**config.mk**
```make
export PLATFORM = sky130hd
export DESIGN_NAME = fetch_bypass_top
export DESIGN_NICKNAME = d
export VERILOG_FILES = /design/src/source/fetch_bypass_pkg.sv /design/src/source/fetch_bypass_top.sv /design/src/source/fetch_port_ctrl.sv /design/src/source/line_refill_wb.sv /design/src/source/request_arbiter.sv /design/src/source/request_queue.sv
export SDC_FILE = /design/constraint.sdc
export NUM_CORES = 1
export LEC_CHECK = 0
export ABC_AREA = 1
export BUFFER_PORTS_ARGS = -buffer_cell sky130_fd_sc_hd__buf_4
export CAP_MARGIN = 20
export CORE_MARGIN = 3
export CORE_UTILIZATION = 32
export DETAILED_ROUTE_END_ITERATION = 6
export PLACE_DENSITY = 0.63
export SLEW_MARGIN = 10
export SYNTH_ARGS = -nofsm -noshare
export SYNTH_HDL_FRONTEND = slang
export SYNTH_SLANG_ARGS = --single-unit
```
**constraint.sdc**
```tcl
create_clock -name clk_i -period 3.25 [get_ports clk_i]
set_input_delay 0.8125 -clock clk_i [delete_from_list [all_inputs] [get_ports clk_i]]
set_output_delay 0.8125 -clock clk_i [all_outputs]
set_load 0.005 [all_outputs]
```
**src/source/fetch_bypass_pkg.sv**
```systemverilog
// ##############################
// Widths, types and default sizes shared by the fetch path RTL.
// Modules import it inside their body.
// ##############################

package fetch_bypass_pkg;

  // Address and data widths of the fetch ports
  localparam int FETCH_AW = 32;
  localparam int FETCH_DW = 32;

  // One refill line is read as several Wishbone beats
  localparam int LINE_WIDTH = 128;
  localparam int FILL_DW = 32;

  localparam int LINE_ALIGN = $clog2(LINE_WIDTH / 8);
  localparam int FETCH_ALIGN = $clog2(FETCH_DW / 8);
  localparam int BEATS_PER_LINE = LINE_WIDTH / FILL_DW;

  // Sizes used by the top level unless overridden
  localparam int DEFAULT_NR_FETCH_PORTS = 2;
  localparam int DEFAULT_QUEUE_DEPTH = 4;

  typedef logic [FETCH_AW-1:0] addr_t;
  typedef logic [FETCH_DW-1:0] fetch_data_t;
  typedef logic [FILL_DW-1:0] fill_data_t;
  typedef logic [LINE_WIDTH-1:0] line_t;
  typedef logic [$clog2(BEATS_PER_LINE)-1:0] beat_cnt_t;

endpackage

```
**src/source/fetch_bypass_top.sv**
```systemverilog
// ##############################
// Uncached instruction fetch path. Several fetch ports share one
// Wishbone read bus through an arbiter, a request queue and a refill master.
// ##############################
`timescale 1ns/10ps

module fetch_bypass_top #(
  parameter int NR_FETCH_PORTS = fetch_bypass_pkg::DEFAULT_NR_FETCH_PORTS,
  parameter int QUEUE_DEPTH = fetch_bypass_pkg::DEFAULT_QUEUE_DEPTH,
  localparam int PORT_W = (NR_FETCH_PORTS > 1) ? $clog2(NR_FETCH_PORTS) : 1
) (
  input  logic                                              clk_i,
  input  logic                                              arst_n_i,
  input  logic [NR_FETCH_PORTS-1:0]                         inst_valid_i,
  input  fetch_bypass_pkg::addr_t [NR_FETCH_PORTS-1:0]      inst_addr_i,
  output logic [NR_FETCH_PORTS-1:0]                         inst_ready_o,
  output fetch_bypass_pkg::fetch_data_t [NR_FETCH_PORTS-1:0] inst_data_o,
  output logic [NR_FETCH_PORTS-1:0]                         inst_error_o,
  output logic                                              wb_cyc_o,
  output logic                                              wb_stb_o,
  output fetch_bypass_pkg::addr_t                           wb_adr_o,
  input  fetch_bypass_pkg::fill_data_t                      wb_dat_i,
  input  logic                                              wb_ack_i,
  input  logic                                              wb_err_i
);
  import fetch_bypass_pkg::*;

  logic [NR_FETCH_PORTS-1:0]  req;
  addr_t [NR_FETCH_PORTS-1:0] req_addr;
  logic [NR_FETCH_PORTS-1:0]  grant;
  logic                       push;
  logic [PORT_W-1:0]          push_port;
  addr_t                      push_addr;
  logic                       queue_full;
  logic                       queue_not_empty;
  logic [PORT_W-1:0]          head_port;
  addr_t                      head_addr;
  logic                       pop;
  logic                       rsp_valid;
  logic [PORT_W-1:0]          rsp_port;
  line_t                      rsp_line;
  logic                       rsp_error;

  for (genvar i = 0; i < NR_FETCH_PORTS; i++) begin : gen_port
    fetch_port_ctrl #(
      .NR_FETCH_PORTS(NR_FETCH_PORTS),
      .PORT_ID(i)
    ) u_port (
      .clk_i(clk_i),
      .arst_n_i(arst_n_i),
      .inst_valid_i(inst_valid_i[i]),
      .inst_addr_i(inst_addr_i[i]),
      .inst_ready_o(inst_ready_o[i]),
      .inst_data_o(inst_data_o[i]),
      .inst_error_o(inst_error_o[i]),
      .req_o(req[i]),
      .req_addr_o(req_addr[i]),
      .grant_i(grant[i]),
      .rsp_valid_i(rsp_valid),
      .rsp_port_i(rsp_port),
      .rsp_line_i(rsp_line),
      .rsp_error_i(rsp_error)
    );
  end

  request_arbiter #(
    .NR_FETCH_PORTS(NR_FETCH_PORTS)
  ) u_arbiter (
    .clk_i(clk_i),
    .arst_n_i(arst_n_i),
    .req_i(req),
    .req_addr_i(req_addr),
    .queue_full_i(queue_full),
    .grant_o(grant),
    .push_o(push),
    .push_port_o(push_port),
    .push_addr_o(push_addr)
  );

  request_queue #(
    .NR_FETCH_PORTS(NR_FETCH_PORTS),
    .QUEUE_DEPTH(QUEUE_DEPTH)
  ) u_queue (
    .clk_i(clk_i),
    .arst_n_i(arst_n_i),
    .push_i(push),
    .push_port_i(push_port),
    .push_addr_i(push_addr),
    .pop_i(pop),
    .full_o(queue_full),
    .not_empty_o(queue_not_empty),
    .head_port_o(head_port),
    .head_addr_o(head_addr)
  );

  line_refill_wb #(
    .NR_FETCH_PORTS(NR_FETCH_PORTS)
  ) u_refill (
    .clk_i(clk_i),
    .arst_n_i(arst_n_i),
    .not_empty_i(queue_not_empty),
    .head_port_i(head_port),
    .head_addr_i(head_addr),
    .pop_o(pop),
    .wb_cyc_o(wb_cyc_o),
    .wb_stb_o(wb_stb_o),
    .wb_adr_o(wb_adr_o),
    .wb_dat_i(wb_dat_i),
    .wb_ack_i(wb_ack_i),
    .wb_err_i(wb_err_i),
    .rsp_valid_o(rsp_valid),
    .rsp_port_o(rsp_port),
    .rsp_line_o(rsp_line),
    .rsp_error_o(rsp_error)
  );

endmodule

```
**src/source/fetch_port_ctrl.sv**
```systemverilog
// ##############################
// Fetch port controller. Turns a held fetch request into a line request,
// waits for the tagged line and presents the selected word for one cycle.
// ##############################
`timescale 1ns/10ps

module fetch_port_ctrl #(
  parameter int NR_FETCH_PORTS = fetch_bypass_pkg::DEFAULT_NR_FETCH_PORTS,
  parameter int PORT_ID = 0,
  localparam int PORT_W = (NR_FETCH_PORTS > 1) ? $clog2(NR_FETCH_PORTS) : 1
) (
  input  logic                          clk_i,
  input  logic                          arst_n_i,
  input  logic                          inst_valid_i,
  input  fetch_bypass_pkg::addr_t       inst_addr_i,
  output logic                          inst_ready_o,
  output fetch_bypass_pkg::fetch_data_t inst_data_o,
  output logic                          inst_error_o,
  output logic                          req_o,
  output fetch_bypass_pkg::addr_t       req_addr_o,
  input  logic                          grant_i,
  input  logic                          rsp_valid_i,
  input  logic [PORT_W-1:0]             rsp_port_i,
  input  fetch_bypass_pkg::line_t       rsp_line_i,
  input  logic                          rsp_error_i
);
  import fetch_bypass_pkg::*;

  typedef enum logic [1:0] {
    IDLE,
    REQUEST,
    WAIT_RSP,
    PRESENT
  } state_e;

  state_e                            state_q;
  state_e                            state_d;
  logic [LINE_ALIGN-FETCH_ALIGN-1:0] word_off;
  logic                              rsp_hit;
  fetch_data_t                       sel_word;

  // The requester holds the address until ready, so it can be used directly
  assign req_addr_o = {inst_addr_i[FETCH_AW-1:LINE_ALIGN], {LINE_ALIGN{1'b0}}};
  assign word_off = inst_addr_i[LINE_ALIGN-1:FETCH_ALIGN];
  assign sel_word = rsp_line_i[word_off*FETCH_DW +: FETCH_DW];

  // Responses are broadcast to all ports, only our own tag is taken
  assign rsp_hit = rsp_valid_i && (rsp_port_i == PORT_W'(PORT_ID));

  always_comb begin
    state_d = state_q;
    case (state_q)
      IDLE: begin
        if (inst_valid_i) begin
          state_d = REQUEST;
        end
      end
      REQUEST: begin
        if (grant_i) begin
          state_d = WAIT_RSP;
        end
      end
      WAIT_RSP: begin
        if (rsp_hit) begin
          state_d = PRESENT;
        end
      end
      default: begin
        state_d = IDLE;
      end
    endcase
  end

  assign req_o = (state_q == REQUEST);
  assign inst_ready_o = (state_q == PRESENT);

  always_ff @(posedge clk_i or negedge arst_n_i) begin
    if (!arst_n_i) begin
      state_q <= IDLE;
    end else begin
      state_q <= state_d;
    end
  end

  // Word and error are held for the single present cycle
  always_ff @(posedge clk_i) begin
    if (state_q == WAIT_RSP && rsp_hit) begin
      inst_data_o <= sel_word;
      inst_error_o <= rsp_error_i;
    end
  end

endmodule

```
**src/source/line_refill_wb.sv**
```systemverilog
// ##############################
// Wishbone classic read master. Takes one queued request at a time,
// reads the whole line beat by beat and broadcasts it with the port tag.
// ##############################
`timescale 1ns/10ps

module line_refill_wb #(
  parameter int NR_FETCH_PORTS = fetch_bypass_pkg::DEFAULT_NR_FETCH_PORTS,
  localparam int PORT_W = (NR_FETCH_PORTS > 1) ? $clog2(NR_FETCH_PORTS) : 1
) (
  input  logic                         clk_i,
  input  logic                         arst_n_i,
  input  logic                         not_empty_i,
  input  logic [PORT_W-1:0]            head_port_i,
  input  fetch_bypass_pkg::addr_t      head_addr_i,
  output logic                         pop_o,
  output logic                         wb_cyc_o,
  output logic                         wb_stb_o,
  output fetch_bypass_pkg::addr_t      wb_adr_o,
  input  fetch_bypass_pkg::fill_data_t wb_dat_i,
  input  logic                         wb_ack_i,
  input  logic                         wb_err_i,
  output logic                         rsp_valid_o,
  output logic [PORT_W-1:0]            rsp_port_o,
  output fetch_bypass_pkg::line_t      rsp_line_o,
  output logic                         rsp_error_o
);
  import fetch_bypass_pkg::*;

  typedef enum logic [1:0] {
    IDLE,
    BUS,
    RESPOND
  } state_e;

  state_e    state_q;
  beat_cnt_t beat_q;
  logic      err_q;
  addr_t     line_addr_q;
  line_t     line_q;
  logic      last_beat;

  assign pop_o = (state_q == IDLE) && not_empty_i;
  assign last_beat = (beat_q == beat_cnt_t'(BEATS_PER_LINE - 1));

  // Cycle stays up for all beats, strobe is never dropped between beats
  assign wb_cyc_o = (state_q == BUS);
  assign wb_stb_o = (state_q == BUS);
  assign wb_adr_o = line_addr_q + (addr_t'(beat_q) << $clog2(FILL_DW / 8));

  assign rsp_valid_o = (state_q == RESPOND);
  assign rsp_line_o = line_q;
  assign rsp_error_o = err_q;

  always_ff @(posedge clk_i or negedge arst_n_i) begin
    if (!arst_n_i) begin
      state_q <= IDLE;
      beat_q <= '0;
      err_q <= 1'b0;
    end else begin
      case (state_q)
        IDLE: begin
          if (pop_o) begin
            state_q <= BUS;
            beat_q <= '0;
            err_q <= 1'b0;
          end
        end
        BUS: begin
          // An error ends the line early and skips the remaining beats
          if (wb_err_i) begin
            err_q <= 1'b1;
            state_q <= RESPOND;
          end else if (wb_ack_i) begin
            beat_q <= beat_q + 1'b1;
            if (last_beat) begin
              state_q <= RESPOND;
            end
          end
        end
        default: begin
          state_q <= IDLE;
        end
      endcase
    end
  end

  always_ff @(posedge clk_i) begin
    if (pop_o) begin
      line_addr_q <= head_addr_i;
      rsp_port_o <= head_port_i;
    end
    if (state_q == BUS && wb_ack_i && !wb_err_i) begin
      line_q[beat_q*FILL_DW +: FILL_DW] <= wb_dat_i;
    end
  end

endmodule

```
**src/source/request_arbiter.sv**
```systemverilog
// ##############################
// Round-robin arbiter between the port line requests.
// The winner is pushed into the request queue in the grant cycle.
// ##############################
`timescale 1ns/10ps

module request_arbiter #(
  parameter int NR_FETCH_PORTS = fetch_bypass_pkg::DEFAULT_NR_FETCH_PORTS,
  localparam int PORT_W = (NR_FETCH_PORTS > 1) ? $clog2(NR_FETCH_PORTS) : 1
) (
  input  logic                                         clk_i,
  input  logic                                         arst_n_i,
  input  logic [NR_FETCH_PORTS-1:0]                    req_i,
  input  fetch_bypass_pkg::addr_t [NR_FETCH_PORTS-1:0] req_addr_i,
  input  logic                                         queue_full_i,
  output logic [NR_FETCH_PORTS-1:0]                    grant_o,
  output logic                                         push_o,
  output logic [PORT_W-1:0]                            push_port_o,
  output fetch_bypass_pkg::addr_t                      push_addr_o
);
  import fetch_bypass_pkg::*;

  // Index of the port granted most recently
  logic [PORT_W-1:0] last_q;

  // Search starts one past the last winner and wraps around
  always_comb begin
    int unsigned cand;
    grant_o = '0;
    push_o = 1'b0;
    push_port_o = '0;
    for (int unsigned k = 1; k <= NR_FETCH_PORTS; k++) begin
      cand = (int'(last_q) + k) % NR_FETCH_PORTS;
      if (!push_o && req_i[cand] && !queue_full_i) begin
        grant_o[cand] = 1'b1;
        push_o = 1'b1;
        push_port_o = PORT_W'(cand);
      end
    end
    push_addr_o = req_addr_i[push_port_o];
  end

  always_ff @(posedge clk_i or negedge arst_n_i) begin
    if (!arst_n_i) begin
      last_q <= PORT_W'(NR_FETCH_PORTS - 1);
    end else if (push_o) begin
      last_q <= push_port_o;
    end
  end

endmodule

```
**src/source/request_queue.sv**
```systemverilog
// ##############################
// Request FIFO between the arbiter and the refill master.
// Holds port index and line address in grant order.
// ##############################
`timescale 1ns/10ps

module request_queue #(
  parameter int NR_FETCH_PORTS = fetch_bypass_pkg::DEFAULT_NR_FETCH_PORTS,
  parameter int QUEUE_DEPTH = fetch_bypass_pkg::DEFAULT_QUEUE_DEPTH,
  localparam int PORT_W = (NR_FETCH_PORTS > 1) ? $clog2(NR_FETCH_PORTS) : 1
) (
  input  logic                    clk_i,
  input  logic                    arst_n_i,
  input  logic                    push_i,
  input  logic [PORT_W-1:0]       push_port_i,
  input  fetch_bypass_pkg::addr_t push_addr_i,
  input  logic                    pop_i,
  output logic                    full_o,
  output logic                    not_empty_o,
  output logic [PORT_W-1:0]       head_port_o,
  output fetch_bypass_pkg::addr_t head_addr_o
);
  import fetch_bypass_pkg::*;

  localparam int PTR_W = (QUEUE_DEPTH > 1) ? $clog2(QUEUE_DEPTH) : 1;
  localparam int CNT_W = $clog2(QUEUE_DEPTH + 1);

  logic [PORT_W-1:0] port_mem [QUEUE_DEPTH];
  addr_t             addr_mem [QUEUE_DEPTH];
  logic [PTR_W-1:0]  wr_ptr_q;
  logic [PTR_W-1:0]  rd_ptr_q;
  logic [CNT_W-1:0]  count_q;

  function automatic logic [PTR_W-1:0] next_ptr(input logic [PTR_W-1:0] ptr);
    return (ptr == PTR_W'(QUEUE_DEPTH - 1)) ? '0 : ptr + 1'b1;
  endfunction

  assign full_o = (count_q == CNT_W'(QUEUE_DEPTH));
  assign not_empty_o = (count_q != '0);
  assign head_port_o = port_mem[rd_ptr_q];
  assign head_addr_o = addr_mem[rd_ptr_q];

  always_ff @(posedge clk_i or negedge arst_n_i) begin
    if (!arst_n_i) begin
      wr_ptr_q <= '0;
      rd_ptr_q <= '0;
      count_q <= '0;
    end else begin
      if (push_i) begin
        wr_ptr_q <= next_ptr(wr_ptr_q);
      end
      if (pop_i) begin
        rd_ptr_q <= next_ptr(rd_ptr_q);
      end
      // Simultaneous push and pop leave the occupancy unchanged
      if (push_i && !pop_i) begin
        count_q <= count_q + 1'b1;
      end else if (pop_i && !push_i) begin
        count_q <= count_q - 1'b1;
      end
    end
  end

  always_ff @(posedge clk_i) begin
    if (push_i) begin
      port_mem[wr_ptr_q] <= push_port_i;
      addr_mem[wr_ptr_q] <= push_addr_i;
    end
  end

endmodule

```
# After elaboration in Yosys (flattened, before gate mapping)
# Memory sizes are Yosys's and may differ from the RTL's. A register that Yosys moved wholly into a read port is not among the register bits.
# Cells that the tools add are included.
dict set report totals {
  ramBits 132
  elab_cells 133
  mem_count 2
  out_inout_bits 102
  regBits 211
  in_bits 102
}
dict set report op_classes {
  n_addsub 9
  reduce_logical 30
  order_cmp 5
  eq_ne 24
  n_mux 43
  shift 4
  bitwise_logic 2
}
# memory depth width rd rd_ports_with_merged_regs wr line
set mem_list {}
lappend mem_list {u_queue.addr_mem 4 32 1 1 1 request_queue.sv:29} ;# addr_t addr_mem [QUEUE_DEPTH];
lappend mem_list {u_queue.port_mem 4 1 1 1 1 request_queue.sv:28} ;# logic [PORT_W-1:0] port_mem [QUEUE_DEPTH];
# operator n
set ops {}
lappend ops {{$shiftx A128 B8 Y32} 2}
lappend ops {{$bwmux W128} 1}
lappend ops {{$shift A32 B34 Y128 const A} 1}
lappend ops {{$shiftx A32 B34 Y128} 1}
lappend ops {{$mux W32} 2}
lappend ops {{$mux W2} 17}
lappend ops {{$neg A7 Y34} 1}
lappend ops {{$add A32 B4 Y32} 1}
lappend ops {{$eq A2 B2 Y1 const B} 8}
lappend ops {{$logic_and A1 B1 Y1} 14}
lappend ops {{$mux W1} 14}
lappend ops {{$ne A2 B2 Y1 const B} 6}
lappend ops {{$pmux W2 S3} 2}
lappend ops {{$reduce_and A3 Y1} 4}
lappend ops {{$ne A2 B1 Y1 const B} 4}
lappend ops {{$pmux W2 S2} 2}
lappend ops {{$add A2 B1 Y2 const B} 3}
lappend ops {{$eq A2 B1 Y1 const B} 3}
lappend ops {{$logic_not A2 Y1} 3}
lappend ops {{$lt A1 B2 Y1 const B} 3}
lappend ops {{$mux W3} 2}
lappend ops {{$ne A3 B1 Y1 const B} 2}
lappend ops {{$logic_not A1 Y1} 5}
lappend ops {{$reduce_and A4 Y1} 1}
lappend ops {{other kinds (11)} 15}

# Logic depth before layout (Yosys ltp)
dict set report depth {
  ltp_word 13
  mapped_depth 12
  depth_no_buf 12
}

# Cells and area by module
# From an unflattened synthesis, not the netlist that was laid out.
dict set report unflattened {
  hier_cells 1804
  area_unflattened_um2 18276.3
}
# module seq_area_each_um2 cells_each area_per_inst_um2 instances
set by_module_without_submodules {}
lappend by_module_without_submodules {line_refill_wb 4959.8 597 6954.2 1}
lappend by_module_without_submodules {request_queue 4139.0 437 5661.7 1}
lappend by_module_without_submodules {{fetch_port_ctrl at gen_port[1].u_port} 1041.0 339 2652.5 1}
lappend by_module_without_submodules {{fetch_port_ctrl at gen_port[0].u_port} 1041.0 308 2386.0 1}
lappend by_module_without_submodules {request_arbiter 26.3 123 621.8 1}

# Worst setup path after synthesis
# No wires, ideal clock.
dict set report synth_path {
  path_type {flip-flop to flip-flop}
  startpoint {reg, netlist name u_refill.beat_q[0]}
  endpoint {reg u_refill.line_q[0] (netlist: u_refill.rsp_line_o[0]) (enable)}
  period_less_slack_ns 3.054
  required_ns 2.829
  slack_ns 0.196
  path_stages_with_launch 7
  arrival_time_ns 2.633
  n_path_buf 2
  setup_time_ns 0.421
  cell_sequence {dfrtp_1 buf_2 inv_2 buf_1 ha_1 inv_1 nor2_1}
}
# item line
set synth_rtl {}
lappend synth_rtl {{to (signal, indexed assignment)} line_refill_wb.sv:94} ;# line_q[beat_q*FILL_DW +: FILL_DW] <= wb_dat_i;
lappend synth_rtl {{to (decl)} line_refill_wb.sv:40} ;# line_t line_q;

# Final worst setup path
dict set report layout_path {
  startpoint {reg gen_port[0].u_port.state_q[1]}
  endpoint {reg u_queue.count_q[1]}
}
dict set report layout_between {
  elab_chain_len 12
  elab_cells_between_ends 16
  cone_classes {1 x eq/ne; 7 x mux; 8 x reduce/logical}
}
# item line
set layout_lines {}
lappend layout_lines {{from (decl)} fetch_port_ctrl.sv:36} ;# state_e state_q;
lappend layout_lines {{from (signal assigned)} fetch_port_ctrl.sv:81} ;# state_q <= state_d;
lappend layout_lines {{$eq A2 B1 Y1 *} fetch_port_ctrl.sv:74} ;# assign req_o = (state_q == REQUEST);
lappend layout_lines {{$mux W1 (not written as such) (2 in series)} request_arbiter.sv:34} ;# if (!push_o && req_i[cand] && !queue_full_i) begin
lappend layout_lines {{$logic_and A1 B1 Y1} request_arbiter.sv:34}
lappend layout_lines {{$mux W1} request_arbiter.sv:34}
lappend layout_lines {{$logic_not A1 Y1} request_arbiter.sv:34}
lappend layout_lines {{$logic_and A1 B1 Y1 (2 in series)} request_arbiter.sv:34}
lappend layout_lines {{$mux W1 *} request_arbiter.sv:34}
lappend layout_lines {{via push} fetch_bypass_top.sv:31} ;# logic push;
lappend layout_lines {{$logic_not A1 Y1} request_queue.sv:58} ;# end else if (pop_i && !push_i) begin
lappend layout_lines {{$logic_and A1 B1 Y1} request_queue.sv:58}
lappend layout_lines {{$reduce_bool A2 Y1 (no line)} -}
lappend layout_lines {{to (signal assigned)} request_queue.sv:57} ;# count_q <= count_q + 1'b1;
lappend layout_lines {{to (signal assigned)} request_queue.sv:59} ;# count_q <= count_q - 1'b1;
lappend layout_lines {{to (decl)} request_queue.sv:32} ;# logic [CNT_W-1:0] count_q;
# Mark *: on every way through the listed nets, which the timed path passes. The rest lies on a longest branch. The select of a mux whose other input is x is not followed.
# A chain may end at the register's enable or synchronous reset.

==> flow_metrics.tcl <==
set metrics [dict create \
    outcome "finished, final reports clean" \
    ys_ff_latch 356 \
    synthCells 1305 \
    fmax_mhz 414.6 \
    n_fill_cell 4375 \
    critPathKind "reg -> reg" \
    yosysMostFrequentCell "edfxtp_1" \
    maxCapViolCount 0 \
    grt_pass1_wl_um 59660 \
    required_ns 3.69 \
    synth_area_um2 15110 \
    ys.flop_type "edfxtp_1" \
    r2r-start "gen_port[0].u_port.state_q[1]" \
    leakage_nw 6.866 \
    routed-via-count 10760 \
    cts-htree-levels 2 \
    synth_area_leaders "edfxtp_1, nor2_1, o21ai_0, o22ai_1, dfrtp_1" \
    ff2ff_path_depth 11 \
    r2r_slack_ns 0.84 \
    cts_tree "built" \
    holdWs_ns 0.1175 \
    drive_gt1_frac 0.2093 \
    antenna_found_initial 2 \
    grt_use_total 0.1522 \
    cts_hold_buf 0 \
    numCtsBuffers 40 \
    synth-edff-count 339 \
    r2r-end "u_queue.count_q[1]" \
    slew_headroom 0.4045 \
    drt_pass1_iterations 5 \
    diodes 0 \
    start_util 0.3246 \
    grt_max_degree 65 \
    vdd_drop_max_mv 0.7097 \
    drv_slew 0 \
    cts-resized-gates 0 \
    crit_fanout 7 \
    cts.path.max_buffers 3 \
    synth_top_area_share 0.6736 \
    worstPathArrival_ns 2.85 \
    worst_slew_pin_slew_ns 0.8911 \
    synthArstFlopShare 0.04775 \
    design_power_total_mw 15.91 \
    wl_per_cell_um 18.22 \
    io_pins 204 \
    syn_area_per_cell_um2 11.58 \
    fp-row-count 79 \
    fin_crit_ns 2.412 \
    postCtsSetupBuffers 0 \
    fp.dieH_um 223.3 \
    viasPerCell 5.061 \
    synth_common_cells "edfxtp_1, nor2_1, o21ai_0, nand2_1, o22ai_1" \
    root_buffer "clkbuf_16" \
    insertion_delay_ns 0.56 \
    synth_warnings 0 \
    fin_crit_sh 0.7422 \
    synth_cell_type_count 32 \
    clk_pin_slew_ns 0.06 \
    die_w_um 223.3 \
    final_cell_count_no_fill 2126 \
    detail-route-antenna-nets 0 \
    cts_sinks 356 \
    syn_to_final_growth_pct 22.53 \
    power.density_nw_per_um2 859.2 \
    synth_largest_area_cell "edfxtp_1" \
    totalWireLength_um 38730 \
    grt_pass1_vias 10780 \
    min_path_type "in -> async" \
    setup_viol 0 \
    start_kind "register" \
    final-seq-area_um2 10610 \
    ys_seq_area_frac 0.7018 \
    die_area_um2 49870 \
    crit_path_end_kind "register" \
    drc 0 \
    rsz0062_at_grt "false" \
    clock_skew_ns 0.02442 \
    finalHoldViolations 0 \
    fin_nets 1612 \
    port_buffers 197 \
    numPlacedInstances 2052 \
    gp_congestion 0.7252 \
    grt-ovfl-total 0 \
    design.core.area_um2 46560 \
    multi_input_area_um2 3870 \
    place_hpwl_um 22570 \
    tns_ns 0 \
    first_iter_violations 843 \
]
[cell usage in the layout, fill, tap and decap left out, types with 9 or more instances in the layout]
cell and instances:
o21ai_0 195, edfxtp_1 339, nor2_1 256, nand3_1 11, o22ai_1 93, dfrtp_1 16, clkinv_1 9, nor3_1 64
buf_4 224, nand2_2 10, nand2_1 106, ha_1 22, clkbuf_16 40, inv_1 70
[flip-flops by register name, indices dropped and copies added (netlist names)]
register                      flops
u_refill.rsp_line_o             128
u_queue.addr_mem                112
gen_port.u_port.inst_data_o      64
u_refill.line_addr_q             28
gen_port.u_port.state_q           4
u_queue.port_mem                  4
u_queue.count_q                   3
gen_port.u_port.inst_error_o      2
u_queue.rd_ptr_q                  2
u_queue.wr_ptr_q                  2
u_refill.beat_q                   2
u_refill.state_q                  2
u_arbiter.last_q                  1
u_refill.rsp_error_o              1
u_refill.rsp_port_o               1
[area by class of cell]
cell class                 instances  area share
inverter                          77     0.01561
clock inverter                    29     0.01473
tap                              607     0.04101
multi-input combinational        787      0.2090
timing repair buffer             225     0.09189
sequential                       356      0.5727
clock buffer                      45     0.05506
[worst max-delay path by stage]
stage,from,to,slack (ns),depth (start not counted)
2_1_floorplan,u_refill.beat_q[0],u_refill.rsp_line_o[0],0.20,6
3_3_place_gp,wb_err_i,u_refill.rsp_line_o[118],0.81,5
3_5_place_dp,wb_err_i,u_refill.rsp_line_o[119],0.78,5
4_1_cts,gen_port[0].u_port.state_q[1],u_queue.count_q[1],0.83,11
5_1_grt,gen_port[0].u_port.state_q[1],u_queue.count_q[1],0.59,11
6_report,gen_port[0].u_port.state_q[1],u_queue.count_q[1],0.84,11
[power by group]
part	internal (mW)	switching (mW)
Clock	2.54	1.89
Sequential	6.61	0.342
Combinational	1.35	3.18
Total	10.5	5.42
[layer usage]
metal  part of all wire  GRT usage
met5            0.00062          0
met4              0.025    0.05086
met3              0.097    0.03987
met2               0.48     0.2593
met1               0.40     0.1883
[critical path, cell delays in order (launching register included)]
cell	delay [ns]
dfrtp_1	0.39
inv_1	0.10
ha_1	0.19
nand2_1	0.10
o21ai_0	0.12
o21ai_2	0.36
inv_1	0.15
ha_1	0.22
inv_1	0.09
fa_1	0.42
nor2_1	0.11
a21oi_1	0.05
[metrics by stage]
stage	instance area (um^2)	setup slack, ns	utilization
after floorplan	15120	0.1957	-
after global placement	17230	0.8108	0.3700
after detailed placement	17230	0.7829	0.3700
after CTS	18520	0.8273	0.3978
after global routing	18520	0.5869	0.3978
final	18520	0.8380	0.3978
[cell families (layout without fill, tap and decap cells)]
| family | count (synthesis) | count (layout) | synth area share |
|---|---|---|---|
| AND/OR/NAND/NOR | 462 | 462 | 0.1243 |
| other | 1 | 2 | 0.0002481 |
| flip-flops | 356 | 356 | 0.7018 |
| XOR/XNOR | 2 | 2 | 0.001159 |
| AO/OA/AOI/OAI | 298 | 298 | 0.1069 |
| adder cells (fa/ha/maj) | 23 | 23 | 0.01954 |
| buffers and inverters | 163 | 376 | 0.04603 |
No activity file was read; power rests on OpenSTA's default activity.
